[config.mk]
export PLATFORM = sky130hd
export DESIGN_NAME = sdWordReader
export DESIGN_NICKNAME = d
export VERILOG_FILES = /design/src/bootSocPkg.sv /design/src/sdWordReader.sv
export VERILOG_INCLUDE_DIRS = /design/src
export SDC_FILE = /design/constraint.sdc
export NUM_CORES = 1
export LEC_CHECK = 0
export ABC_AREA = 0
export BUFFER_PORTS_ARGS = -buffer_cell sky130_fd_sc_hd__buf_2
export CAP_MARGIN = 20
export CORE_ASPECT_RATIO = 1.2
export CORE_MARGIN = 1
export CORE_UTILIZATION = 48
export DETAILED_ROUTE_END_ITERATION = 6
export PLACE_DENSITY = 0.8
export SETUP_SLACK_MARGIN = 0.4
export SLEW_MARGIN = 20
export SYNTH_ARGS = -nofsm -noshare
export SYNTH_HDL_FRONTEND = slang
export SYNTH_SLANG_ARGS = --single-unit
[constraint.sdc]
create_clock -name clk_25mhz -period 5.6 [get_ports clk_25mhz]
set_input_delay 0.56 -clock clk_25mhz [delete_from_list [all_inputs] [get_ports clk_25mhz]]
set_output_delay 0.56 -clock clk_25mhz [all_outputs]
set_load 0.02 [all_outputs]
[src/bootSoc_defines.svh]
`ifndef BOOTSOC_DEFINES_SVH
`define BOOTSOC_DEFINES_SVH

// Program RAM depth in 32-bit words
`define RAM_WORDS 1024

// Framebuffer is FB_SIZE rows by FB_SIZE columns
`define FB_SIZE 256

// Card read command byte
`define CARD_READ_CMD 8'h03

// Boot register offsets
`define REG_CONTROL 8'h00
`define REG_BASE    8'h04
`define REG_STATUS  8'h08
`define REG_COUNT   8'h0C

`endif

[src/bootSocPkg.sv]
package bootSocPkg;

    // One data address word, decoded as a RAM word or as a pixel coordinate
    typedef union packed {
        struct packed {
            logic [15:0] upper;
            logic [15:0] wordIndex;
        } ramView;
        struct packed {
            logic [7:0]  row;
            logic [7:0]  col;
            logic [15:0] low;
        } pixelView;
    } dataAddr;

    // Processor data bus
    typedef struct packed {
        dataAddr     addr;
        logic [31:0] writeData;
        logic        writeEn;
        logic        readEn;
    } cpuBus;

    // Loader to card reader
    typedef struct packed {
        logic        read;
        logic [23:0] addr;
    } cardReq;

    // Card reader to loader
    typedef struct packed {
        logic        busy;
        logic        wordValid;
        logic [31:0] word;
    } cardRsp;

    // Loader write port into program RAM
    typedef struct packed {
        logic        writeEn;
        logic [15:0] addr;
        logic [31:0] data;
    } ramWrite;

    typedef struct packed {
        logic        busy;
        logic        done;
        logic        sizeError;
        logic [16:0] wordsLoaded;
    } bootStatus;

endpackage

[src/sdWordReader.sv]
`timescale 1ns/1ps
`include "bootSoc_defines.svh"

module sdWordReader (
    input  logic               clk_25mhz,
    input  logic               reset,
    input  bootSocPkg::cardReq req,
    output bootSocPkg::cardRsp rsp,
    output logic               cs,
    output logic               sclk,
    output logic               mosi,
    input  logic               miso
);

    // Tick schedule of one read, counted from the cycle after the strobe
    localparam logic [7:0] selectTick = 8'd0;
    localparam logic [7:0] clockFirst = 8'd1;
    localparam logic [7:0] clockLast  = 8'd128;
    localparam logic [7:0] finishTick = 8'd130;

    logic        busy;
    logic        wordValid;
    logic [7:0]  tick;
    logic        sclkActive;
    logic        strobeTaken;
    logic [31:0] txShift;
    logic [31:0] rxShift;
    logic [31:0] word;

    assign strobeTaken = !busy && req.read;
    assign sclkActive  = busy && (tick >= clockFirst) && (tick <= clockLast);

    // Command and address leave MSB first
    assign mosi = txShift[31];

    assign rsp.busy      = busy;
    assign rsp.wordValid = wordValid;
    assign rsp.word      = word;

    always_ff @(posedge clk_25mhz) begin
        if (reset) begin
            busy      <= 1'b0;
            wordValid <= 1'b0;
            cs        <= 1'b1;
            sclk      <= 1'b0;
            tick      <= 8'd0;
        end else begin
            wordValid <= 1'b0;
            if (strobeTaken) begin
                busy <= 1'b1;
                tick <= 8'd0;
            end else if (busy) begin
                tick <= tick + 8'd1;
                if (tick == selectTick) begin
                    cs <= 1'b0;
                end
                if (sclkActive) begin
                    sclk <= ~sclk;
                end
                if (tick == finishTick) begin
                    cs        <= 1'b1;
                    busy      <= 1'b0;
                    wordValid <= 1'b1;
                end
            end
        end
    end

    // Shift out on falling sclk, sample miso on rising sclk
    always_ff @(posedge clk_25mhz) begin
        if (strobeTaken) begin
            txShift <= {`CARD_READ_CMD, req.addr};
        end else if (sclkActive) begin
            if (sclk) begin
                txShift <= {txShift[30:0], 1'b0};
            end else begin
                rxShift <= {rxShift[30:0], miso};
            end
        end
        // Only the last 32 samples remain, which is the data word
        if (busy && tick == finishTick) begin
            word <= rxShift;
        end
    end

endmodule

## Yosys cells after proc, flatten, opt, wreduce, memory -nomap -nowiden

Cells that the tools add are included.

- Bits of input ports: 28
- Register bits: 108
- Logic and storage cells: 41
- Output and inout bits: 37

- $add $sub $neg: 1
- Multiplexer cells: 9
- Eq/ne operators: 1
- Bitwise operators: 3
- $lt $le $gt $ge: 2
- Reduce and logical (&&, ||, !) cells: 16

Operators with widths:

| cell | count |
|---|---|
| 24-bit two-way mux | 3 |
| 3-bit AND reduction | 3 |
| 8-bit by 1-bit adder with 8-bit output (second input constant) | 1 |
| 8-bit equality test (second input constant) | 1 |
| 8-bit by 1-bit >= comparator with 1-bit output (second input constant) | 1 |
| 8-bit less-or-equal comparator (second input constant) | 1 |
| 8-bit logical NOT | 1 |
| 1-bit two-way mux | 6 |
| 2-bit nonzero test | 3 |
| 1-bit logical AND | 4 |
| 2-bit AND reduction | 2 |
| 1-bit inverter | 3 |
| 3-bit OR reduction | 1 |
| 2-bit OR reduction | 1 |
| 1-bit logical NOT | 1 |

## Logic depth before layout (Yosys ltp)

- Word-level depth: 5
- Mapped depth: 6
- Mapped depth without buffers: 6

## Worst setup path before layout

No wires, ideal clock.

- Kind: reg-to-reg
- Start: register tick[2]
- End: register rxShift[0], enable pin
- Setup time: 421 ps
- Buffers on the path: 1
- Path slack: 2453 ps
- Clock period less this slack: 3147 ps
- Data required time: 5179 ps
- Stages on the path, launching flop included: 6
- Data arrival time: 2726 ps
- Cell sequence: dfxtp_1 -> or4_4 -> buf_6 -> o21ai_4 -> o211ai_2 -> nor2_1

- Cells in the longest elaborated chain, start to end: 4
- Elaborated cells on any way between the ends: 5
- Classes of those cells: 2 x order compare; 3 x reduce/logical

Ends and longest elaborated chain:

| item | line | source |
|---|---|---|
| start, declared | sdWordReader.sv:23 | `logic [7:0] tick;` |
| start signal, assigned | sdWordReader.sv:53 | `tick <= tick + 8'd1;` |
| 8-bit by 1-bit >= comparator with 1-bit output | sdWordReader.sv:31 | `assign sclkActive = busy && (tick >= clockFirst) && (tick <= clockLast);` |
| 1-bit logical AND | sdWordReader.sv:31 |  |
| 1-bit logical AND (*) | sdWordReader.sv:31 |  |
| 3-bit AND reduction (no line) (*) | -- |  |
| end signal, assigned | sdWordReader.sv:77 | `rxShift <= {rxShift[30:0], miso};` |
| end, declared | sdWordReader.sv:27 | `logic [31:0] rxShift;` |

Mark *: on every way between the ends. The rest lies on a longest branch, timed or not.
A chain may end at the register's enable or synchronous reset.

## Worst setup path after layout

- Start: register tick[1]
- End: register txShift[17], enable pin

- Cells in the longest elaborated chain, start to end: 5
- Elaborated cells on any way between the ends: 6
- Classes of those cells: 2 x order compare; 4 x reduce/logical

Ends and longest elaborated chain:

| item | line | source |
|---|---|---|
| 8-bit by 1-bit >= comparator with 1-bit output | sdWordReader.sv:31 |  |
| 1-bit logical AND | sdWordReader.sv:31 |  |
| 1-bit logical AND (*) | sdWordReader.sv:31 |  |
| 2-bit nonzero test (no line) (*) | -- |  |
| 2-bit AND reduction (no line) (*) | -- |  |
| end signal, assigned | sdWordReader.sv:72 | `` txShift <= {`CARD_READ_CMD, req.addr}; `` |
| end signal, assigned | sdWordReader.sv:75 | `txShift <= {txShift[30:0], 1'b0};` |
| end, declared | sdWordReader.sv:26 | `logic [31:0] txShift;` |

Marked as above.

==> impl_metrics.ini <==
[run_status]
status = complete, but fails checks
violations = DRC

[clock_tree]
clkTransAtPathRegs_ns = 0.10
ctsLongestPathBuffers = 2
cts_setup_buffers = 0
cts_tree = done
cts_resized = 0
cts_buffers = 9
insertion_delay_ns = 0.36
cts.sinks = 108
h-tree-depth = 3
root_buffer = clkbuf_8
hold_buffers = 0

[synthesis]
ys.flop_type = edfxtp_1
ys_seq_elements = 108
synth_warnings = 0
syn-num-nets = 300
yosysMostFrequentCell = edfxtp_1
yosys.cell_types.count = 34
syn_area_um2 = 3880
netlist_instances = 268
synth_top_area_share = 0.681
avgSynthCellArea_um2 = 14.5
yosys.area.top_type = edfxtp_1
async_flop_share = 0
synthTopCellsByCount = 88 x edfxtp_1, 75 x nand2_1, 20 x dfxtp_1, 16 x nor2_1
seq_area_frac_synth = 0.784
synth_area_leaders = edfxtp_1 68%, dfxtp_1 10%, nand2_1 7.3%
synth_edf_count = 88

[layout]
design_area_um2 = 4520
antenna_cells = 0
syn_to_final_growth_pct = 16.4
final_util = 0.583
drive_gt1_frac = 0.271
layout.nets = 367
fillCellCount = 618

[route]
dr.pass1.iters = 6
vias = 2177
wl_per_cell_um = 13.0
routed_wl_mm = 5.64
drtIter0Drc = 136
wl_met2_mm = 2.63
route.detailed.drc = 17
routed.top_layer = met4
ant_nets = 0
viasPerCell = 5.04
wl_met3_um = 264
wl_met1_mm = 2.66

[global_route]
antenna_found_initial = 0
grt-ovfl-total = 0
grt_max_degree = 34
grt_pass1_wl_mm = 9.10
grtUsageTotal = 0.143
grt_pass1_vias = 1905

[floorplanning]
boundaryPins = 65
die_w_um = 84.1
rows = 35
die-area_um2 = 8450
dieHeight_um = 100
core_area_um2 = 7750
initial_core_util = 0.501

[sta]
period_needed_ns = 2.83
worst_slack_ns = 2.77
worst_slew_pin_slew_ns = 0.927
slew_violations = 0
rsz0062_at_grt = no
min_period_over_period = 0.506
fmax_ghz = 0.353
hold_ws_ns = 0.375
clock_skew_ns = 0.0117
slew_headroom = 0.381
finalSetupViolCount = 0
setup_tns_ns = 0
hold_viol_final = 0

[placement]
gp_congestion = 0.780
dp_hpwl_mm = 3.74
io_buffers = 64
pre_cts_slack_ns = 2.76
placed_cell_area_um2 = 4280

[setup_path]
end_kind = flip-flop
crit_type = reg -> reg
critPathArrivalTime_ns = 2.72
startpoint_type = flip-flop
crit_top_cell = nand2_1
slowest_delay_ns = 0.69
critPathSlowestCell = or4b_2
path_cells = inv_1, ha_1, or4b_2, o211a_1, nand2_1, nand2_1
crit_fanout = 24
required_ns = 5.49

[pwr]
leakagePower_nw = 1.75
peakVddDrop_uv = 156
powerDensity_nw_per_um2 = 333

[worst_hold_path]
hp-class = in -> reg

[job]
drv_cap = 0
## path summary, 6_finish.rpt
kind	to	startpoint	slack [ns]	depth (start not counted)
worst min register to register	word[31]	rxShift[31]	0.43	0
worst max-delay path	txShift[17]	tick[1]	2.77	6
worst max register to register	txShift[17]	tick[1]	2.77	6
worst min-delay path	rxShift[0]	miso	0.37	1
## layout make-up
| class | count | area, um^2 | share of cell area |
|---|---|---|---|
| timing repair buffer | 66 | 335 | 0.0742 |
| clock inverter | 7 | 108 | 0.0238 |
| tap | 92 | 115 | 0.0255 |
| sequential | 108 | 3040 | 0.673 |
| multi-input combinational | 146 | 778 | 0.172 |
| inverter | 4 | 15.0 | 0.00332 |
| clock buffer | 9 | 124 | 0.0274 |
## cell usage in the layout (no fill, tap or decap), drive strengths merged, types with 2 or more instances in the layout
master and instances:
a21oi 6, clkbuf 9, nand4 4, inv 7, nand3 5, nand2 75
nor2 16, ha 4, bufinv 2, xor2 4, o211ai 3, nor2b 2
o21ai 7, edfxtp 88, dfxtp 20, buf 66, xnor2 3, nor3 4
## layer usage
| metal | vias up | global-route usage |
|---|---|---|
| li1 | 1080 | - |
| met1 | 1020 | 0.198 |
| met2 | 69 | 0.220 |
| met3 | 8 | 0.0319 |
| met4 | 0 | 0.0597 |
| met5 | - | 0 |
## per-stage QoR
stage          cells  total power [mW]
3_3_place_gp     416             0.992
6_report         432              1.51
5_1_grt          432              1.57
2_1_floorplan    268             0.972
4_1_cts          432              1.52
3_5_place_dp     416             0.997
## critical path: cells and delay by family, from the launching register on
family | cells | cell delay [ns]
adders and majority gates | 1 | 0.17
buffers and inverters | 1 | 0.08
DFF | 1 | 0.41
AOI/OAI and AO/OA | 1 | 0.31
and+or+nand+nor | 3 | 1.38
## cell families (layout without fill, tap and decap cells)
kind of cell | Yosys count | in the layout | share of synthesized area
AOI/OAI and AO/OA | 20 | 20 | 0.0387
muxes | 2 | 2 | 0.00645
adders and majority gates | 4 | 4 | 0.0129
and+or+nand+nor | 113 | 113 | 0.124
DFF | 108 | 108 | 0.784
buffers and inverters | 14 | 86 | 0.0184
xor gates and xnor gates | 7 | 7 | 0.0158
## sequential cells by signal, summed over array words and instances (netlist names)
| signal | count |
|---|---|
| rxShift | 32 |
| txShift | 32 |
| word | 32 |
| tick | 8 |
| busy | 1 |
| cs | 1 |
| sclk | 1 |
| wordValid | 1 |
## where the power goes
part	switching (mW)	internal (mW)	leakage (nW)
registers	0.0142	0.899	0.972
logic	0.0410	0.0233	0.665
clock network	0.268	0.261	0.114
total	0.323	1.18	1.75
Power figures use the tool's default switching activity.
