`src/bootSoc_defines.svh`:
```
`ifndef BOOTSOC_DEFINES_SVH
`define BOOTSOC_DEFINES_SVH

// Program RAM depth in 32-bit words
`define RAM_WORDS 1024

// Framebuffer is FB_SIZE rows by FB_SIZE columns
`define FB_SIZE 256

// Card read command byte
`define CARD_READ_CMD 8'h03

// Boot register offsets
`define REG_CONTROL 8'h00
`define REG_BASE    8'h04
`define REG_STATUS  8'h08
`define REG_COUNT   8'h0C

`endif

```
`src/bootSocPkg.sv`:
```
package bootSocPkg;

    // One data address word, decoded as a RAM word or as a pixel coordinate
    typedef union packed {
        struct packed {
            logic [15:0] upper;
            logic [15:0] wordIndex;
        } ramView;
        struct packed {
            logic [7:0]  row;
            logic [7:0]  col;
            logic [15:0] low;
        } pixelView;
    } dataAddr;

    // Processor data bus
    typedef struct packed {
        dataAddr     addr;
        logic [31:0] writeData;
        logic        writeEn;
        logic        readEn;
    } cpuBus;

    // Loader to card reader
    typedef struct packed {
        logic        read;
        logic [23:0] addr;
    } cardReq;

    // Card reader to loader
    typedef struct packed {
        logic        busy;
        logic        wordValid;
        logic [31:0] word;
    } cardRsp;

    // Loader write port into program RAM
    typedef struct packed {
        logic        writeEn;
        logic [15:0] addr;
        logic [31:0] data;
    } ramWrite;

    typedef struct packed {
        logic        busy;
        logic        done;
        logic        sizeError;
        logic [16:0] wordsLoaded;
    } bootStatus;

endpackage

```
`src/bootLoader.sv`:
```
`timescale 1ns/1ps
`include "bootSoc_defines.svh"

module bootLoader (
    input  logic                  clk_25mhz,
    input  logic                  reset,
    input  logic                  start,
    input  logic [23:0]           cardBase,
    output bootSocPkg::cardReq    cardReqOut,
    input  bootSocPkg::cardRsp    cardRspIn,
    output bootSocPkg::ramWrite   ramPort,
    output bootSocPkg::bootStatus status,
    output logic                  cpuHold
);

    typedef enum logic [2:0] {
        stIdle,
        stReadCount,
        stCheckSize,
        stLoadWords,
        stDone,
        stError
    } loaderState;

    loaderState  state;
    logic        readStrobe;
    logic [23:0] cardAddr;
    logic [31:0] wordCount;
    logic [16:0] wordsLoaded;
    logic        done;
    logic        sizeError;
    logic        wordArrived;

    assign wordArrived = (state == stLoadWords) && cardRspIn.wordValid;

    assign cardReqOut.read = readStrobe;
    assign cardReqOut.addr = cardAddr;

    // Each image word goes to RAM in the cycle it arrives
    assign ramPort.writeEn = wordArrived;
    assign ramPort.addr    = wordsLoaded[15:0];
    assign ramPort.data    = cardRspIn.word;

    assign status.busy = (state == stReadCount) || (state == stCheckSize) ||
                         (state == stLoadWords);
    assign status.done        = done;
    assign status.sizeError   = sizeError;
    assign status.wordsLoaded = wordsLoaded;

    always_ff @(posedge clk_25mhz) begin
        if (reset) begin
            state       <= stIdle;
            readStrobe  <= 1'b0;
            wordsLoaded <= 17'd0;
            done        <= 1'b0;
            sizeError   <= 1'b0;
            cpuHold     <= 1'b1;
        end else begin
            readStrobe <= 1'b0;
            case (state)
                stIdle, stDone, stError: begin
                    if (start) begin
                        // Count word sits at the base address
                        cardAddr    <= cardBase;
                        readStrobe  <= 1'b1;
                        wordsLoaded <= 17'd0;
                        done        <= 1'b0;
                        sizeError   <= 1'b0;
                        cpuHold     <= 1'b1;
                        state       <= stReadCount;
                    end
                end
                stReadCount: begin
                    if (cardRspIn.wordValid) begin
                        wordCount <= cardRspIn.word;
                        state     <= stCheckSize;
                    end
                end
                stCheckSize: begin
                    if (wordCount > 32'(`RAM_WORDS)) begin
                        sizeError <= 1'b1;
                        state     <= stError;
                    end else if (wordCount == 32'd0) begin
                        done    <= 1'b1;
                        cpuHold <= 1'b0;
                        state   <= stDone;
                    end else begin
                        cardAddr   <= cardAddr + 24'd1;
                        readStrobe <= 1'b1;
                        state      <= stLoadWords;
                    end
                end
                stLoadWords: begin
                    if (wordArrived) begin
                        wordsLoaded <= wordsLoaded + 17'd1;
                        if ({15'd0, wordsLoaded} + 32'd1 == wordCount) begin
                            done    <= 1'b1;
                            cpuHold <= 1'b0;
                            state   <= stDone;
                        end else begin
                            cardAddr   <= cardAddr + 24'd1;
                            readStrobe <= 1'b1;
                        end
                    end
                end
                default: state <= stIdle;
            endcase
        end
    end

endmodule

```
`config.mk`:
```
export PLATFORM = sky130hd
export DESIGN_NAME = bootLoader
export DESIGN_NICKNAME = d
export VERILOG_FILES = /design/src/bootSocPkg.sv /design/src/bootLoader.sv
export VERILOG_INCLUDE_DIRS = /design/src
export SDC_FILE = /design/constraint.sdc
export NUM_CORES = 1
export LEC_CHECK = 0
export BUFFER_PORTS_ARGS = -buffer_cell sky130_fd_sc_hd__buf_2
export CAP_MARGIN = 20
export CORE_MARGIN = 3
export CORE_UTILIZATION = 38
export DETAILED_ROUTE_END_ITERATION = 7
export GPL_TIMING_DRIVEN = 0
export SLEW_MARGIN = 20
export SYNTH_ARGS = -nofsm -noshare
export SYNTH_HDL_FRONTEND = slang
export SYNTH_SLANG_ARGS = --single-unit
```
`constraint.sdc`:
```
create_clock -name clk_25mhz -period 4.2 [get_ports clk_25mhz]
set_input_delay 0.84 -clock clk_25mhz [delete_from_list [all_inputs] [get_ports clk_25mhz]]
set_output_delay 0.84 -clock clk_25mhz [all_outputs]
set_load 0.01 [all_outputs]
```
== After elaboration in Yosys (flattened, before gate mapping) ==
Cells that the tools add are included.

* Register bits: 80
* Output and inout port bits: 95
* Logic and storage cells: 79

* $add $sub $neg: 3
* Order comparisons: 1
* Equal/unequal tests: 15
* Muxes and demuxes: 36
* Bitwise logic cells: 1
* Reductions and logical operators: 15

{| class="wikitable"
|+ Operator list
! operator !! number
|-
| 2-to-1 mux 24 bit || 5
|-
| one-hot mux 24 bit (3 select lines) || 1
|-
| 2-to-1 mux 17 bit || 2
|-
| one-hot mux 17 bit (2 select lines) || 1
|-
| equality test 18 x 32 -> 1 bit || 1
|-
| greater-than comparator 32 x 11 -> 1 bit, second input constant || 1
|-
| logical NOT 32 bit || 1
|-
| adder 24 x 1 -> 24 bit, second input constant || 1
|-
| adder 17 x 1 -> 18 bit, second input constant || 1
|-
| 2-to-1 mux 3 bit || 6
|-
| adder 17 x 1 -> 17 bit, second input constant || 1
|-
| 2-to-1 mux 1 bit || 16
|-
| inequality test 2 bit, second input constant || 6
|-
| one-hot mux 3 bit (4 select lines) || 1
|-
| one-hot mux 1 bit (3 select lines) || 3
|-
| AND reduction 3 bit || 3
|-
| AND reduction 7 bit || 1
|-
| equality test 3 x 2 -> 1 bit, second input constant || 2
|-
| equality test 3 bit, second input constant || 2
|-
| inequality test 2 x 1 -> 1 bit, second input constant || 3
|-
| AND reduction 6 bit || 1
|-
| AND reduction 4 bit || 1
|-
| nonzero test 2 bit || 2
|-
| equality test 3 x 1 -> 1 bit, second input constant || 1
|-
| other kinds (7) || 8
|}

== Depth between registers and ports, before layout ==
Gate-level depths: netlist of the first run.

* Word-level depth: 5
* Depth in mapped cells: 10

== Worst setup path after synthesis of the first run ==
No wires, ideal clock.

* Path type: input to register
* Start: input port reset
* End: register wordCount[0], enable pin
* Setup time: 0.461 ns
* Arrival time: 3.288 ns
* Data required time: 3.739 ns
* Setup slack: 0.451 ns
* Stages: 2
* Cells stage by stage: clkbuf_1 > nor3_1

* Longest elaborated chain between the ends: 2

{| class="wikitable"
|+ RTL lines
! element !! line !! source
|-
| start: declaration || bootLoader.sv:6 || <nowiki>input logic reset,</nowiki>
|-
| NOT 1 bit (no source line) || - ||
|-
| AND reduction 3 bit (no source line) || - ||
|-
| end signal: assignment || bootLoader.sv:75 || <nowiki>wordCount <= cardRspIn.word;</nowiki>
|-
| end: declaration || bootLoader.sv:28 || <nowiki>logic [31:0] wordCount;</nowiki>
|}

Every way passes these cells.
A chain may end at the register's enable or synchronous reset.

== Final worst setup path of the first run ==
* Start: register state[0]
* End: output port ramPort[48] in the netlist's numbering

* Longest elaborated chain between the ends: 2

{| class="wikitable"
|+ RTL lines
! element !! line !! source
|-
| start: declaration || bootLoader.sv:25 || <nowiki>loaderState state;</nowiki>
|-
| start signal: assignment || bootLoader.sv:52 || <nowiki>state <= stIdle;</nowiki>
|-
| start signal: assignment || bootLoader.sv:70 || <nowiki>state <= stReadCount;</nowiki>
|-
| start signal: assignment || bootLoader.sv:76 || <nowiki>state <= stCheckSize;</nowiki>
|-
| equality test 3 x 2 -> 1 bit || bootLoader.sv:34 || <nowiki>assign wordArrived = (state == stLoadWords) && cardRspIn.wordValid;</nowiki>
|-
| logical AND 1 bit || bootLoader.sv:34 ||
|-
| end: declaration || bootLoader.sv:11 || <nowiki>output bootSocPkg::ramWrite ramPort,</nowiki>
|}

Every way passes these cells.

==> results of run 1 <==
per-layer routing:
layer | GRT usage | up-vias | part of all wire
met1 | 0.236 | 1912 | 0.46
met5 | 0 | - | 0
met4 | 0.0619 | 0 | 0.015
met2 | 0.282 | 171 | 0.46
met3 | 0.0375 | 16 | 0.068
li1 | - | 2056 | -
layout make-up:
class	instances	area share
Multi-Input combinational cell	326	0.338
Tap cell	143	0.0299
Timing Repair Buffer	158	0.138
Clock buffer	11	0.0388
Clock inverter	5	0.00835
Sequential cell	80	0.361
Inverter	6	0.00376
Buffer	77	0.0827
state kept, by name, indices dropped and copies added, names as in the netlist:
register / flops
cardAddr: 24
cpuHold: 1
done: 1
readStrobe: 1
sizeError: 1
state: 3
wordCount: 32
wordsLoaded: 17
how the worst max path moves through the flow:
stage / to / slack (ns)
5_1_grt: ramPort[48] / 0.37
3_5_place_dp: cardAddr[18]$_DFFE_PP_ / 0.78
6_report: ramPort[48] / 0.56
2_1_floorplan: wordCount[0]$_DFFE_PP_ / 0.45
3_3_place_gp: wordCount[6]$_DFFE_PP_ / -0.57
4_1_cts: ramPort[48] / 0.56
where the power goes:
group,leakage [nW],switching [mW],internal [mW]
combinational,1.71,0.235,0.181
sequential,0.709,0.0554,0.923
clock,0.135,0.308,0.456
worst reg2reg max path, cell delays in order, from the launching register on:
cell	delay (ns)
dfxtp_1	0.57
ha_1	0.36
nand3_1	0.28
o41ai_1	0.44
o32ai_1	0.18
or4_4	0.45
nor4_4	0.54
a31oi_4	0.21
buf_16	0.22
cells in the final DEF, fill, tap and decap left out, types with 3 or more instances in the layout:
| cell | Yosys | final |
|---|---|---|
| nor2_1 | 35 | 35 |
| mux2_2 | 4 | 4 |
| o21a_1 | 3 | 3 |
| buf_2 | 3 | 157 |
| dfxtp_1 | 24 | 24 |
| and4_1 | 4 | 4 |
| a311oi_1 | 5 | 5 |
| o211ai_1 | 4 | 4 |
| edfxtp_1 | 56 | 56 |
| clkbuf_16 | 0 | 9 |
| nor3b_1 | 4 | 4 |
| clkbuf_2 | 3 | 3 |
| xor2_1 | 19 | 19 |
| o21ai_0 | 38 | 38 |
| nand4_1 | 7 | 7 |
| a211oi_1 | 5 | 5 |
| nand3_1 | 23 | 23 |
| and3_1 | 6 | 6 |
| buf_4 | 53 | 55 |
| or3b_2 | 3 | 3 |
| a21oi_1 | 19 | 19 |
| nand2b_1 | 6 | 6 |
| nor4_1 | 8 | 8 |
| nand2_1 | 57 | 57 |
| clkbuf_1 | 18 | 20 |
| a31oi_1 | 4 | 3 |
| or4_2 | 3 | 3 |
| nor3_1 | 11 | 10 |
| inv_1 | 6 | 6 |
| nor2b_1 | 5 | 5 |
| xnor2_1 | 21 | 21 |
Yosys cell counts, types with 4 or more instances:
master     n
a21oi_1   19
and3_1     6
dfxtp_1   24
nor3_1    11
nand3_1   23
buf_4     53
inv_1      6
o211ai_1   4
a31oi_1    4
edfxtp_1  56
nand2b_1   6
nor2b_1    5
xor2_1    19
nor2_1    35
o21ai_0   38
nor4_1     8
a211oi_1   5
clkbuf_1  18
nand2_1   57
nand4_1    7
mux2_2     4
xnor2_1   21
a311oi_1   5
nor3b_1    4
and4_1     4
cell families after synthesis:
group | Yosys count | synth area share
simple gates | 187 | 0.216
compound gates | 93 | 0.123
buf+inv | 83 | 0.111
flops | 80 | 0.461
xor+xnor | 40 | 0.0747
mux | 4 | 0.00961
fa+ha+maj | 2 | 0.00534
==> flow_summary.yaml, run 1 <==
floorplanning:
  start_util: 0.400
  core_area_um2: 11700
  dieArea_um2: 13700
  rows: 39
  fp.dieH_um: 117
  ios: 156
  die_w_um: 117
worst_setup_path:
  criticalPathCategory: "reg2out"
  r2r_slack_ns: 0.70
  path_cells: "clkbuf_1, nor2b_1, clkbuf_1, nand3_1, inv_1, clkbuf_1, buf_4, buf_2"
  crit_family: "buffers and inverters"
  crit_arrival_ns: 2.80
  crit_top_cell: "clkbuf_1"
  required_ns: 3.36
  start_kind: "register"
  rr_worst_depth: 8
  crit_start: "state[0]$_SDFFE_PP0P_"
  worstSetupEndpointType: "output pin"
  r2r-end: "cardAddr[9]$_DFFE_PP_"
  worst_path_largest_cell_delay_ns: 0.47
  cp_slowest_cell: "clkbuf_1"
  cp_max_fo: 10
  rr_startpoint: "wordsLoaded[0]$_SDFFE_PP0P_"
  cp.buffers_inverters: 6
  path_depth: 8
clocking:
  cts_buffers: 9
  cts-resized-gates: 0
  cts_buffer_depth: 2
  clock_latency_ns: 0.34
  cts_tree: "done"
  root_buffer: "clkbuf_16"
  post_cts_buffers: 0
  clkTransAtPathRegs_ns: 0.06
  cts-htree-levels: 3
  cts_sinks: 80
  cts_hold_buf: 0
sta:
  finalSetupViolCount: 0
  tightest_slew_ns: 0.641
  hold-worst-slack_ns: 0.489
  rsz0062_at_grt: "no"
  hold_viol: 0
  fmax_ghz: 0.275
  tns_ns: 0
  min_period_ns: 3.64
  post-route-period-util: 0.866
  maxSlewViolCount: 0
  skew_ns: 0.0140
  setup_ws_ns: 0.564
  max_slew_margin: 0.573
synthesis:
  synth_area_um2: 4690
  ys_seq_area_frac: 0.461
  synthCells: 489
  ys_ff_latch: 80
  synth.distinct_cells: 54
  synth.avg_cell_area_um2: 9.58
  synth_top_area_frac: 0.359
  ys.flop_type: "edfxtp_1"
  synth-async-reset-ratio: 0
  ys_top_cells_by_area: "edfxtp_1, dfxtp_1, buf_4"
  synth-edff-count: 56
  synth_nets: 552
  yosys_warnings: 0
  synth_top_cell_by_area: "edfxtp_1"
power_and_ir_drop:
  power.total_mw: 2.16
  cellPowerDensity_nw_per_um2: 360
  p_leak_nw: 2.55
  peakVddDrop_mv: 0.200
grt:
  grt_pass1_wl_um: 18800
  first_global_vias: 3857
  grtUsageTotal: 0.176
  grt-ovfl-total: 0
  antenna_found_initial: 0
  grt_max_degree: 22
route:
  ant_nets: 0
  wl_um: 12400
  viasPerCell: 5.16
  vias: 4155
  route.detailed.drc: 0
  drtIter0Drc: 347
  avgRoutedWirePerCell_um: 15.3
  dr.pass1.iters: 5
min_path:
  hold_path_depth: 1
  hold_path.class: "reg2reg"
  holdPathEnd: "sizeError$_SDFFE_PP0P_"
  min-delay-start: "sizeError$_SDFFE_PP0P_"
finish:
  fin_area_um2: 5990
  n_antenna_cell: 0
  areaGrowthSynthToFinish_pct: 27.9
  fin_cells: 806
  seq_area_um2: 2160
  final_nets: 721
  drive_gt1_frac: 0.379
  nFillCells: 1102
  fin_util: 0.512
  multi_input_area_um2: 2030
placed_design:
  placed_area_um2: 5710
  port_buffers: 154
  dp_slack_ns: 0.784
  place_inst: 790
  dp_hpwl_um: 9490
  globalplace.congestion: 0.844
job:
  maxCapViolCount: 0
run_status:
  status: "finished clean"
Note: power is estimated with default switching activity, not from simulation.
==> run 2, diff against run 1 <==
--- a/config.mk
+++ b/config.mk
@@ -12,6 +12,7 @@
 export CORE_UTILIZATION = 38
 export DETAILED_ROUTE_END_ITERATION = 7
 export GPL_TIMING_DRIVEN = 0
+export RECOVER_POWER = 25
 export SLEW_MARGIN = 20
 export SYNTH_ARGS = -nofsm -noshare
 export SYNTH_HDL_FRONTEND = slang
==> flow_summary.yaml, run 2 (same netlist as run 1, synthesis figures left out) <==
finish:
  areaGrowthSynthToFinish_pct: 26.6
  top_register: "wordCount"
  multi_input_area_um2: 2030
  seq_area_um2: 2160
  drive_gt1_frac: 0.308
  final_cell_mix: "buf_2, clkbuf_1, nand2_1"
  final_nets: 721
  final_common_cell: "buf_2"
  n_antenna_cell: 0
  reg_top3: "wordCount (32), cardAddr (24), wordsLoaded (17)"
  nFillCells: 1126
  fin_area_um2: 5930
  fin_cells: 806
  largest_reg_flops: 32
grt:
  grt_pass1_wl_um: 18800
  grtUsageTotal: 0.176
  grt_max_degree: 22
  antenna_found_initial: 0
  grt-ovfl-total: 0
  first_global_vias: 3857
run_status:
  status: "finished clean"
clocking:
  cts_buffers: 9
  clock_latency_ns: 0.34
  cts_hold_buf: 0
  cts-htree-levels: 3
  cts_tree: "done"
  root_buffer: "clkbuf_16"
  clkTransAtPathRegs_ns: 0.06
  post_cts_buffers: 0
  cts-resized-gates: 0
  cts_buffer_depth: 2
  cts_sinks: 80
floorplanning:
  rows: 39
  ios: 156
  fp.dieH_um: 117
  die_w_um: 117
  dieArea_um2: 13700
  start_util: 0.400
  core_area_um2: 11700
placed_design:
  port_buffers: 154
  place_inst: 790
  globalplace.congestion: 0.844
  dp_hpwl_um: 9490
  placed_area_um2: 5710
route:
  wl_um: 12400
  route.detailed.drc: 0
  viasPerCell: 5.16
  wl_met3_um: 866
  wl_met2_um: 5690
  vias: 4156
  avgRoutedWirePerCell_um: 15.4
  dr.pass1.iters: 5
  ant_nets: 0
  wl_met1_um: 5660
  dr.max_layer_used: "met4"
  drtIter0Drc: 348
worst_setup_path:
  required_ns: 3.36
  worstSetupEndpointType: "output pin"
  cp_max_fo: 10
  start_kind: "register"
  criticalPathCategory: "reg2out"
  crit_arrival_ns: 2.79
sta:
  maxSlewViolCount: 0
  tightest_slew_ns: 0.642
  hold_viol: 0
  rsz0062_at_grt: "no"
  finalSetupViolCount: 0
  post-route-period-util: 0.865
  tns_ns: 0
  skew_ns: 0.0134
  max_slew_margin: 0.572
  hold-worst-slack_ns: 0.489
  fmax_ghz: 0.275
  min_period_ns: 3.63
job:
  maxCapViolCount: 0
min_path:
  hold_path.class: "reg2reg"
power_and_ir_drop:
  peakVddDrop_mv: 0.200
  cellPowerDensity_nw_per_um2: 363
  p_leak_nw: 2.39
run 2: cell count changes in the layout (fill, tap and decap cells not counted), sizes merged:
cell / change
buf: -46
clkbuf: +46
run 2: final timing paths:
kind / to / from / cells after the start / slack, ns
worst max-delay path: ramPort[48] / state[0]$_SDFFE_PP0P_ / 8 / 0.57
worst min register to register: sizeError$_SDFFE_PP0P_ / sizeError$_SDFFE_PP0P_ / 1 / 0.49
worst max register to register: cardAddr[7]$_DFFE_PP_ / wordsLoaded[0]$_SDFFE_PP0P_ / 8 / 0.72
worst min-delay path: sizeError$_SDFFE_PP0P_ / sizeError$_SDFFE_PP0P_ / 1 / 0.49
run 2: through the flow:
step	total power, mW	setup WS [ns]	util
3_3_place_gp	1.38	-0.571	0.481
5_1_grt	2.25	0.367	0.507
6_report	2.15	0.567	0.507
4_1_cts	2.18	0.559	0.512
3_5_place_dp	1.41	0.784	0.488
2_1_floorplan	1.23	0.451	-
run 2: area by class of cell:
type                       count  area share
tap                          143      0.0301
clock inverter                 5     0.00843
sequential                    80       0.364
inverter                       6     0.00380
multi-input combinational    326       0.342
clock buffer                  11      0.0392
buffer                        77      0.0835
timing repair buffer         158       0.129
run 2: power by group:
part	internal, mW	switching, mW	total [mW]
logic	0.175	0.234	0.409
registers	0.923	0.0555	0.978
clock network	0.456	0.308	0.764
run 2: critical path, cell delays in order (launching register included):
cell      delay [ns]
dfxtp_1         0.30
clkbuf_1        0.32
nor2b_1         0.19
clkbuf_1        0.39
nand3_1         0.31
inv_1           0.16
clkbuf_1        0.46
buf_4           0.20
buf_2           0.12
run 2: per-layer routing:
| metal | up-vias | GRT usage |
|---|---|---|
| li1 | 2057 | - |
| met1 | 1914 | 0.236 |
| met2 | 171 | 0.282 |
| met3 | 14 | 0.0375 |
| met4 | 0 | 0.0619 |
| met5 | - | 0 |
