`src/bootSoc_defines.svh`:
```
`ifndef BOOTSOC_DEFINES_SVH
`define BOOTSOC_DEFINES_SVH

// Program RAM depth in 32-bit words
`define RAM_WORDS 1024

// Framebuffer is FB_SIZE rows by FB_SIZE columns
`define FB_SIZE 256

// Card read command byte
`define CARD_READ_CMD 8'h03

// Boot register offsets
`define REG_CONTROL 8'h00
`define REG_BASE    8'h04
`define REG_STATUS  8'h08
`define REG_COUNT   8'h0C

`endif

```
`src/bootSocPkg.sv`:
```
package bootSocPkg;

    // One data address word, decoded as a RAM word or as a pixel coordinate
    typedef union packed {
        struct packed {
            logic [15:0] upper;
            logic [15:0] wordIndex;
        } ramView;
        struct packed {
            logic [7:0]  row;
            logic [7:0]  col;
            logic [15:0] low;
        } pixelView;
    } dataAddr;

    // Processor data bus
    typedef struct packed {
        dataAddr     addr;
        logic [31:0] writeData;
        logic        writeEn;
        logic        readEn;
    } cpuBus;

    // Loader to card reader
    typedef struct packed {
        logic        read;
        logic [23:0] addr;
    } cardReq;

    // Card reader to loader
    typedef struct packed {
        logic        busy;
        logic        wordValid;
        logic [31:0] word;
    } cardRsp;

    // Loader write port into program RAM
    typedef struct packed {
        logic        writeEn;
        logic [15:0] addr;
        logic [31:0] data;
    } ramWrite;

    typedef struct packed {
        logic        busy;
        logic        done;
        logic        sizeError;
        logic [16:0] wordsLoaded;
    } bootStatus;

endpackage

```
`src/bootRegs.sv`:
```
`timescale 1ns/1ps
`include "bootSoc_defines.svh"

module bootRegs (
    input  logic                  clk_25mhz,
    input  logic                  reset,
    input  logic [7:0]            awaddr,
    input  logic                  awvalid,
    output logic                  awready,
    input  logic [31:0]           wdata,
    input  logic [3:0]            wstrb,
    input  logic                  wvalid,
    output logic                  wready,
    output logic [1:0]            bresp,
    output logic                  bvalid,
    input  logic                  bready,
    input  logic [7:0]            araddr,
    input  logic                  arvalid,
    output logic                  arready,
    output logic [31:0]           rdata,
    output logic [1:0]            rresp,
    output logic                  rvalid,
    input  logic                  rready,
    output logic                  start,
    output logic [23:0]           cardBase,
    input  bootSocPkg::bootStatus status
);

    logic        writeFire;
    logic        readFire;
    logic [31:0] readValue;

    // Address and data are taken together, and only with no response pending
    assign writeFire = awvalid && wvalid && !bvalid;
    assign awready   = writeFire;
    assign wready    = writeFire;
    assign arready   = !rvalid;
    assign readFire  = arvalid && arready;

    // Always OKAY
    assign bresp = 2'b00;
    assign rresp = 2'b00;

    always_comb begin
        case (araddr)
            `REG_BASE:   readValue = {8'd0, cardBase};
            `REG_STATUS: readValue = {29'd0, status.sizeError, status.done, status.busy};
            `REG_COUNT:  readValue = {15'd0, status.wordsLoaded};
            default:     readValue = 32'd0;
        endcase
    end

    always_ff @(posedge clk_25mhz) begin
        if (reset) begin
            bvalid   <= 1'b0;
            rvalid   <= 1'b0;
            start    <= 1'b0;
            cardBase <= 24'd0;
        end else begin
            start <= 1'b0;
            if (writeFire) begin
                bvalid <= 1'b1;
                if (awaddr == `REG_CONTROL && wstrb[0] && wdata[0] && !status.busy) begin
                    start <= 1'b1;
                end
                if (awaddr == `REG_BASE) begin
                    for (int i = 0; i < 3; i++) begin
                        if (wstrb[i]) begin
                            cardBase[i*8 +: 8] <= wdata[i*8 +: 8];
                        end
                    end
                end
            end else if (bready) begin
                bvalid <= 1'b0;
            end
            if (readFire) begin
                rvalid <= 1'b1;
            end else if (rready) begin
                rvalid <= 1'b0;
            end
        end
    end

    always_ff @(posedge clk_25mhz) begin
        if (readFire) begin
            rdata <= readValue;
        end
    end

endmodule

```
`config.mk`:
```
export PLATFORM = sky130hd
export DESIGN_NAME = bootRegs
export DESIGN_NICKNAME = d
export VERILOG_FILES = /design/src/bootSocPkg.sv /design/src/bootRegs.sv
export VERILOG_INCLUDE_DIRS = /design/src
export SDC_FILE = /design/constraint.sdc
export NUM_CORES = 1
export LEC_CHECK = 0
export BUFFER_PORTS_ARGS = -buffer_cell sky130_fd_sc_hd__clkbuf_2
export CAP_MARGIN = 20
export CORE_ASPECT_RATIO = 0.8
export CORE_MARGIN = 2
export CORE_UTILIZATION = 46
export DETAILED_ROUTE_END_ITERATION = 10
export PLACE_DENSITY = 0.84
export SYNTH_ARGS = -nofsm -noshare
export SYNTH_HDL_FRONTEND = slang
export SYNTH_SLANG_ARGS = --single-unit
```
`constraint.sdc`:
```
create_clock -name clk_25mhz -period 3.48 [get_ports clk_25mhz]
set_clock_uncertainty 0.2 [all_clocks]
set_input_delay 0.348 -clock clk_25mhz [delete_from_list [all_inputs] [get_ports clk_25mhz]]
set_output_delay 0.348 -clock clk_25mhz [all_outputs]
set_load 0.02 [all_outputs]
```
# After elaboration in Yosys (flattened, before gate mapping)
# Index checks and enable logic that the tools add are counted.
# op_classes
eq_ne	4
n_mux	6
bitwise_logic	1
reduce_logical	16
# ops
op	n
$pmux 24 s3	1
$eq 8x3->1 const B	2
$eq 8x4->1 const B	2
$reduce_and 3->1	3
$logic_not 8->1	1
$logic_and 1x1->1	6
$mux 1	5
$reduce_bool 2->1	2
$logic_not 1->1	3
$reduce_or 2->1	1
$not 1->1	1
# totals
regBits	59
inputBits	79
output_inout_bits	66

# Longest topological paths before layout
# Gate-level depths: netlist (run 1).
# logic_depth
ltp_word	5
ltp_mapped	5

# Least setup slack after synthesis (run 1)
# OpenSTA, ideal clock, no wires.
# synth_path
kind	register -> register
startpoint	register rvalid
endpoint	register rdata[0] (enable)
t_arrival_ns	1.517
setup_slack_ns	1.355
path_stages_with_launch	2
n_path_buf	0
cell_sequence	dfxtp_1 -> nor2b_1
# synth_between
elab_chain_len	2
# synth_lines
item	line_no	rtl
start, declared	bootRegs.sv:22	output logic rvalid,
start signal, assigned	bootRegs.sv:56	rvalid <= 1'b0;
start signal, assigned	bootRegs.sv:77	rvalid <= 1'b1;
start signal, assigned	bootRegs.sv:79	rvalid <= 1'b0;
$logic_not 1->1	bootRegs.sv:37	assign arready = !rvalid;
$logic_and 1x1->1	bootRegs.sv:38	assign readFire = arvalid && arready;
named net readFire	bootRegs.sv:30	logic readFire;
end signal, assigned	bootRegs.sv:86	rdata <= readValue;
end, declared	bootRegs.sv:20	output logic [31:0] rdata,
# The timed path passes the listed nets, and every way through them passes these cells.
# A chain may end at the register's enable or synchronous reset.

# Worst setup path in the final report (run 1)
# layout_path
startpoint	register bvalid
endpoint	register cardBase[9]
# layout_between
elab_chain_len	3
# layout_lines
item	line_no	rtl
start, declared	bootRegs.sv:15	output logic bvalid,
start signal, assigned	bootRegs.sv:55	bvalid <= 1'b0;
start signal, assigned	bootRegs.sv:62	bvalid <= 1'b1;
start signal, assigned	bootRegs.sv:74	bvalid <= 1'b0;
$logic_not 1->1	bootRegs.sv:34	assign writeFire = awvalid && wvalid && !bvalid;
$logic_and 1x1->1	bootRegs.sv:34	
$reduce_and 3->1 (no source line)	-	
end signal, assigned by index	bootRegs.sv:69	cardBase[i*8 +: 8] <= wdata[i*8 +: 8];
end, declared	bootRegs.sv:25	output logic [23:0] cardBase,
# Every way passes these cells.

==> results.json, run 1 <==
{
  "wl_per_cell_um": 13.39,
  "initialDrtViolationCount": 45,
  "reg2reg_from": "bvalid",
  "cpPeakStageDelay_ns": 0.81,
  "dr_total_vias": 1887,
  "ctsRootBufferMaster": "sky130_fd_sc_hd__clkbuf_8",
  "die_h_um": 68.37,
  "timing.critical_path.arrival_ns": 2.07,
  "grt_max_degree": 52,
  "hpwlAfterDp_um": 3728,
  "clk_pin_slew_ns": 0.09,
  "postCtsSetupRepairBufs": 0,
  "io_buffers": 123,
  "timing.critical_path.required_ns": 3.50,
  "reg2reg_slack_ns": 1.43,
  "clkLatencyLatePin_ns": 0.29,
  "postRouteAntennaNets": 0,
  "worst_setup_path_end_kind": "flip-flop",
  "ys_types": 26,
  "rr_endpoint": "cardBase[9]",
  "power_leakage_nw": 1.383,
  "synth_top_area_share_pct": 30.25,
  "worst_setup_path_endpoint": "cardBase[9]",
  "fmax_mhz": 488.2,
  "synth-seq-area-share_pct": 52.94,
  "run_status": "complete, no violations",
  "final-max-slew-violation-count": 0,
  "number_of_global_route_vias_before_repair": 1625,
  "die-width_um": 84.46,
  "cts_num_sinks": 51,
  "final.setup.tns_ns": 0,
  "final_min_period_over_clock_period_pct": 58.86,
  "leading_cell_type_in_the_layout_fill_and_taps_excluded": "sky130_fd_sc_hd__clkbuf_2",
  "layout.cells.most_common_list": "sky130_fd_sc_hd__clkbuf_2, sky130_fd_sc_hd__nand2b_1, sky130_fd_sc_hd__dfxtp_1",
  "syn_area_per_cell_um2": 11.74,
  "max_slew_margin_pct": 45.96,
  "master_of_the_slowest_instance_on_the_critical_path": "sky130_fd_sc_hd__nor4_4",
  "die-area_um2": 5774,
  "ctsHoldBuffers": 0,
  "yosys_warns": 0,
  "routed_via_density": 4.914,
  "num_io_pins": 145,
  "placement_rows": 23,
  "max_cap_violations": 0,
  "design.core.area_um2": 5007,
  "cts_max_path_bufs": 2,
  "finalHoldViolations": 0,
  "globalRouteOverflowTotal": 0,
  "critical_path.startpoint_type": "flip-flop",
  "drt_pass1_iterations": 5,
  "timing.critical_path.fanout_max": 8,
  "reg2regPathDepth": 3,
  "grt_first_pass_wirelength_um": 7541,
  "number_of_gates_resized_after_cts": 0,
  "drive_gt1_share_pct": 43.48,
  "tritoncts": "yes",
  "post_synth_inst_count": 203,
  "rsz_0062_raised_after_global_routing": "no",
  "initial_antenna_violation_count": 0,
  "power_per_cell_area_nw_per_um2": 392.5,
  "syn_to_final_growth_pct": 30.20,
  "power_mw": 1.217,
  "worst_hold_path_type": "in -> reg",
  "critical_path_class": "reg -> reg",
  "power.ir.vdd_worst_uv": 241.4,
  "cts_buffers": 5,
  "place.gp.congestion": 0.7724,
  "htree_levels": 2,
  "starting_utilization_of_the_core_area_pct": 47.58,
  "antenna_diode_count": 0,
  "netlist.top_cell.by_area": "sky130_fd_sc_hd__edfxtp_1",
  "final.min_clock_period_ns": 2.048,
  "remaining_drc_errors": 0,
  "routed_wl_um": 5142,
  "timing.critical_path.cells": "nand3b_1, nor4_4, mux2i_1",
  "final_net_count": 400,
  "timing.critical_path.from": "bvalid",
  "slew_at_the_pin_closest_to_its_max_slew_limit_ns": 0.8101,
  "finalSetupViolations": 0,
  "netlist_area_um2": 2382,
  "yosys_register_bits": 51,
  "synth_area_leaders": "sky130_fd_sc_hd__edfxtp_1, sky130_fd_sc_hd__dfxtp_1, sky130_fd_sc_hd__nand2b_1, sky130_fd_sc_hd__mux2i_1, sky130_fd_sc_hd__a22o_1",
  "track_usage_pct": 16.78
}
-- flip-flops by register name, indices dropped and copies added (netlist names) --
| register | flops |
|---|---|
| cardBase | 24 |
| rvalid | 1 |
| start | 1 |
| rdata | 24 |
| bvalid | 1 |
-- critical path: cells and delay by family, from the launching register on --
kind | cells | cell delay, ns
simple gates | 2 | 1.17
flops | 1 | 0.33
mux | 1 | 0.27
-- area by class of cell --
type                       instances  area, um^2
clock inverter                     2       38.79
sequential                        51        1261
timing repair buffer             124       623.1
inverter                           2       7.507
multi-input combinational        137        1011
clock buffer                       6       82.58
fill                             433        1906
tap                               62       77.57
-- stage by stage --
step	std cells	cell area [um^2]	hold slack [ns]	worst slack (ns)	util, %
after floorplan	214	2424	0.2470	1.355	-
after global placement	376	2980	0.2663	1.190	59.52
after detailed placement	376	2980	0.2756	1.127	59.52
after CTS	384	3102	0.008853	1.389	61.94
after global routing	384	3102	0.009174	1.301	61.94
final	384	3102	0.01928	1.432	61.94
-- report_power, final --
group | switching (mW) | leakage (nW) | internal, mW
clock | 0.192 | 0.0618 | 0.237
sequential | 0.00526 | 0.455 | 0.642
combinational | 0.0817 | 0.866 | 0.0589
-- per-layer routing --
metal  GRT usage [%]  part of all wire, %  up-vias
met5               0                    0        -
met4           4.365                 0.43        0
met3           4.222                  8.0        2
met2           30.16                   48       94
met1           20.56                   44      872
li1                -                    -      919
-- Yosys cell counts --
master                     number
sky130_fd_sc_hd__buf_6          1
sky130_fd_sc_hd__or4_4          1
sky130_fd_sc_hd__clkbuf_1      10
sky130_fd_sc_hd__mux2i_1       24
sky130_fd_sc_hd__a211oi_1       1
sky130_fd_sc_hd__nor4b_1        1
sky130_fd_sc_hd__buf_4         13
sky130_fd_sc_hd__nand2_1        4
sky130_fd_sc_hd__a22oi_1        3
sky130_fd_sc_hd__inv_1          2
sky130_fd_sc_hd__a21oi_1        1
sky130_fd_sc_hd__and4b_1        1
sky130_fd_sc_hd__nand2b_1      49
sky130_fd_sc_hd__and2_1         7
sky130_fd_sc_hd__conb_1         1
sky130_fd_sc_hd__nor2_1         6
sky130_fd_sc_hd__and4_1         2
sky130_fd_sc_hd__nor4_1         1
sky130_fd_sc_hd__edfxtp_1      24
sky130_fd_sc_hd__mux2_2         3
sky130_fd_sc_hd__dfxtp_1       27
sky130_fd_sc_hd__nor2b_1        2
sky130_fd_sc_hd__nand3b_1       1
sky130_fd_sc_hd__or3_1          1
sky130_fd_sc_hd__a22o_1        14
sky130_fd_sc_hd__nor4_4         3
-- cell families (layout without fill, tap and decap cells) --
logic type	after synthesis	after routing	synth area share, %
compound gates	19	19	6.618
buf+inv	26	134	6.460
flops	51	51	52.94
mux	27	27	11.50
other cells	1	12	0.1574
simple gates	79	79	22.32
-- how the worst min path moves through the flow --
stage	from	end	cells after the start
4_1_cts	rready	rvalid	2
3_5_place_dp	bvalid	bvalid	2
6_report	rready	rvalid	2
5_1_grt	rready	rvalid	2
2_1_floorplan	rready	rvalid	1
3_3_place_gp	bvalid	bvalid	2
(Power assumes the default switching activity.)
==> run 2: changes to the inputs <==
CORE_UTILIZATION = 39   (was 46)
PLACE_DENSITY = 0.75   (was 0.84)
clock period = 1.8 ns   (was 3.48 ns; I/O delays follow)
==> results.json, run 2 (synthesized netlist as in run 1, its figures left out) <==
{
  "num_io_pins": 145,
  "hpwlAfterDp_um": 4152,
  "final.setup.tns_ns": 0,
  "htree_levels": 2,
  "placement_rows": 25,
  "timing.critical_path.arrival_ns": 1.69,
  "worstHoldStart": "status[18]",
  "globalRouteOverflowTotal": 0,
  "power.ir.vdd_worst_uv": 343.1,
  "final_net_count": 449,
  "final_design_area_no_fill_um2": 3636,
  "track_usage_pct": 17.31,
  "rr_endpoint": "cardBase[13]",
  "met2RoutedLength_um": 2888,
  "routed_via_density": 4.527,
  "design.core.area_um2": 5912,
  "timing.critical_path.from": "bvalid",
  "cts_buffers": 5,
  "remaining_drc_errors": 0,
  "cts_num_sinks": 51,
  "routed_wl_um": 5894,
  "drive_gt1_share_pct": 39.89,
  "antenna_diode_count": 0,
  "worstHoldEndpoint": "rdata[1]",
  "number_of_global_route_vias_before_repair": 1978,
  "power_per_cell_area_nw_per_um2": 657.2,
  "highest_layer": "met4",
  "biggest_regs": "cardBase: 24 flops, rdata: 24 flops",
  "dr_total_vias": 2046,
  "critical_path_class": "reg -> reg",
  "max_cap_violations": 0,
  "clkLatencyLatePin_ns": 0.30,
  "critical_path.startpoint_type": "flip-flop",
  "finalHoldViolations": 0,
  "layout.cells.most_common_list": "sky130_fd_sc_hd__clkbuf_2, sky130_fd_sc_hd__nand2b_1, sky130_fd_sc_hd__dlygate4sd3_1",
  "timing.critical_path.fanout_max": 8,
  "drt_pass1_iterations": 4,
  "cts_max_path_bufs": 2,
  "whs_path_depth": 3,
  "number_of_gates_resized_after_cts": 0,
  "final-max-slew-violation-count": 0,
  "initial_antenna_violation_count": 0,
  "instances_no_fill": 452,
  "reg2regPathDepth": 5,
  "syn_to_final_growth_pct": 52.63,
  "grt_max_degree": 30,
  "worst_hold_path_type": "in -> reg",
  "power_leakage_nw": 1.598,
  "finalSetupViolations": 0,
  "final.min_clock_period_ns": 1.664,
  "place.detailed.instances": 402,
  "reg2reg_slack_ns": 0.14,
  "die-width_um": 91.38,
  "met3WireLength_um": 395,
  "starting_utilization_of_the_core_area_pct": 40.30,
  "die_h_um": 73.91,
  "final_min_period_over_clock_period_pct": 92.44,
  "run_status": "complete, no violations",
  "grt_first_pass_wirelength_um": 9135,
  "route.layer.met1.wl_um": 2530,
  "rsz_0062_raised_after_global_routing": "no",
  "postRouteAntennaNets": 0,
  "worst_setup_path_end_kind": "flip-flop",
  "initialDrtViolationCount": 86,
  "cell_area_placed_um2": 3108,
  "fmax_mhz": 601.0,
  "leading_cell_type_in_the_layout_fill_and_taps_excluded": "sky130_fd_sc_hd__clkbuf_2",
  "reg2reg_from": "bvalid",
  "wl_per_cell_um": 13.04,
  "ctsRootBufferMaster": "sky130_fd_sc_hd__clkbuf_8",
  "io_buffers": 123,
  "place.gp.congestion": 0.7084,
  "tritoncts": "yes",
  "timing.critical_path.required_ns": 1.83,
  "clk_pin_slew_ns": 0.09,
  "die-area_um2": 6753
}
## run 2: metrics by stage
step | setup slack (ns) | util [%] | power, mW | hold WS [ns]
final | 0.1361 | 61.50 | 2.390 | 0.006833
after global routing | 0.01979 | 61.50 | 2.481 | 0.05330
after detailed placement | 0.05992 | 52.57 | 1.558 | 0.1711
after floorplan | -0.02494 | - | 1.449 | 0.07902
after global placement | 0.08859 | 52.57 | 1.553 | 0.1651
after CTS | 0.04532 | 61.38 | 2.407 | 0.0002794
## run 2: what timing repair did
| item | 4_1_cts | 5_1_grt |
|---|---|---|
| hold buffers | 41 | 0 |
| endpoints found under the setup margin | 0 | 20 |
| setup buffers | 0 | 1 |
| endpoints found under the hold margin | 41 | 0 |
## run 2: final cells by class
cell class	count	area [um^2]
fillers	475	2276
flip-flops and latches	51	1262
repair buffers	173	1144
multi-input cells	137	1011
well taps	81	101.3
clock buffers	6	72.57
clock inverters	2	37.54
inverters	2	7.507
## run 2: how the worst max path moves through the flow
stage / end
4_1_cts: cardBase[13]
6_report: cardBase[13]
3_3_place_gp: cardBase[9]
5_1_grt: cardBase[13]
3_5_place_dp: cardBase[9]
2_1_floorplan: cardBase[0]
## run 2: critical path: stages, from the launching register on
cell	delay (ns)
sky130_fd_sc_hd__dfxtp_2	0.33
sky130_fd_sc_hd__nand3b_1	0.27
sky130_fd_sc_hd__buf_4	0.22
sky130_fd_sc_hd__nor4_4	0.20
sky130_fd_sc_hd__buf_12	0.18
sky130_fd_sc_hd__mux2i_1	0.19
## run 2: layer usage
metal,GRT usage [%],vias to the layer above
li1,-,1016
met1,21.37,920
met2,30.15,99
met3,4.513,11
met4,5.387,0
met5,0,-
## run 2: report_power, final
group          internal, mW  switching, mW
registers              1.24         0.0107
clock network         0.415          0.371
logic                 0.176          0.175
==> run 3: changes to the inputs <==
CORE_UTILIZATION = 40   (was 39)
CTS_BUF_LIST = sky130_fd_sc_hd__clkbuf_4   (was unset)
PLACE_DENSITY = 0.77   (was 0.75)
SLEW_MARGIN = 20   (was unset)
==> results.json, run 3 (synthesized netlist as in run 1, its figures left out) <==
{
  "instances_no_fill": 458,
  "max_cap_violations": 0,
  "clk_pin_slew_ns": 0.14,
  "worstHoldStart": "araddr[2]",
  "cts_num_sinks": 51,
  "initialDrtViolationCount": 58,
  "htree_levels": 2,
  "total_area_of_multi_input_combinational_cells_um2": 1011,
  "fillers": 492,
  "place.gp.congestion": 0.7463,
  "finalSetupViolations": 0,
  "globalRouteOverflowTotal": 0,
  "timing.critical_path.from": "status[19]",
  "grt_first_pass_wirelength_um": 9901,
  "num_io_pins": 145,
  "layout.cells.most_common_list": "sky130_fd_sc_hd__clkbuf_2, sky130_fd_sc_hd__nand2b_1, sky130_fd_sc_hd__dlygate4sd3_1",
  "routed_via_density": 4.585,
  "clkLatencyLatePin_ns": 0.36,
  "die_h_um": 73.03,
  "final.min_clock_period_ns": 1.770,
  "run_status": "complete, no violations",
  "cts_buffers": 5,
  "hpwlAfterDp_um": 4033,
  "design.core.area_um2": 5818,
  "timing.critical_path.required_ns": 1.91,
  "final-max-slew-violation-count": 0,
  "preCtsSetupSlack_ns": 0.05479,
  "power.ir.vdd_worst_uv": 322.6,
  "power_per_cell_area_nw_per_um2": 588.8,
  "power_leakage_nw": 1.612,
  "critical_path_class": "in -> reg",
  "final_min_period_over_clock_period_pct": 98.34,
  "io_buffers": 123,
  "syn_to_final_growth_pct": 52.89,
  "drt_pass1_iterations": 4,
  "postRouteAntennaNets": 0,
  "die-area_um2": 6593,
  "routed_wl_um": 6135,
  "master_of_the_slowest_instance_on_the_critical_path": "sky130_fd_sc_hd__dlygate4sd3_1",
  "fmax_mhz": 564.9,
  "die-width_um": 90.28,
  "antenna_diode_count": 0,
  "cts_max_path_bufs": 2,
  "timing.critical_path.fanout_max": 2,
  "leading_cell_type_in_the_layout_fill_and_taps_excluded": "sky130_fd_sc_hd__clkbuf_2",
  "final_net_count": 455,
  "tritoncts": "yes",
  "number_of_global_route_vias_before_repair": 2107,
  "worst_hold_path_type": "in -> reg",
  "remaining_drc_errors": 0,
  "reg2reg_from": "bvalid",
  "initial_antenna_violation_count": 0,
  "final.setup.worst_slack_ns": 0.02993,
  "cpPeakStageDelay_ns": 0.58,
  "finalHoldViolations": 0,
  "timing.critical_path.arrival_ns": 1.88,
  "most_frequent_cell_on_critical_path": "sky130_fd_sc_hd__dlygate4sd3_1",
  "wl_per_cell_um": 13.40,
  "reg2regPathDepth": 5,
  "number_of_gates_resized_after_cts": 0,
  "placement_rows": 25,
  "hold-worst-slack_ns": 0.03098,
  "place.detailed.instances": 402,
  "grt_max_degree": 31,
  "drive_gt1_share_pct": 39.79,
  "biggest_regs": "cardBase: 24 flops, rdata: 24 flops",
  "area.sequential_um2": 1262,
  "dr_total_vias": 2100,
  "whs_path_depth": 3,
  "starting_utilization_of_the_core_area_pct": 40.95,
  "timing.critical_path.cells": "dlygate4sd3_1, clkbuf_2, nor4b_1, dlygate4sd3_1, and4_1",
  "ctsRootBufferMaster": "sky130_fd_sc_hd__clkbuf_4",
  "track_usage_pct": 19.16,
  "worst_setup_path_end_kind": "flip-flop",
  "critical_path.startpoint_type": "primary input",
  "rsz_0062_raised_after_global_routing": "no"
}
-- run 3: repair_timing --
action	CTS	global route
gates cloned	0	0
pin swaps	0	1
endpoints found under the hold margin	44	0
setup buffers	2	0
hold buffers	46	0
setup endpoints to repair	2	2
-- run 3: layer usage --
metal	share of wire [%]	up-vias	GRT usage, %
li1	-	1032	-
met4	1.2	0	5.641
met5	0	-	0
met3	6.1	9	4.649
met1	42	967	21.65
met2	51	92	36.42
-- run 3: layout make-up --
cell class	count	area share [%]
Sequential cell	51	34.66
Clock buffer	6	1.237
Tap cell	81	2.783
Inverter	2	0.2061
Clock inverter	2	0.3779
Multi-Input combinational cell	137	27.76
Timing Repair Buffer	179	32.98
-- run 3: critical path, delay by kind of cell --
family                 cells  cell delay, ns
buffers and inverters      3            1.24
AND/OR/NAND/NOR            2            0.45
-- run 3: path summary, 6_finish.rpt --
kind	end	slack [ns]
max	start	0.03
max reg2reg	cardBase[3]	0.10
min	rdata[2]	0.03
min reg2reg	cardBase[23]	0.30
-- run 3: power by group --
part / switching [mW] / internal, mW / leakage [nW]
Combinational: 0.178 / 0.184 / 1.12
Sequential: 0.0105 / 1.24 / 0.456
Clock: 0.359 / 0.170 / 0.0356
-- run 3: metrics by stage --
stage	cell area, um^2	total power, mW	TNS (ns)	util (%)
floorplan	2427	1.449	-0.5985	-
global placement	3108	1.553	0	53.42
detailed placement	3108	1.557	0	53.42
CTS	3642	2.161	0	62.60
global route	3642	2.241	0	62.60
finish	3642	2.145	0	62.60
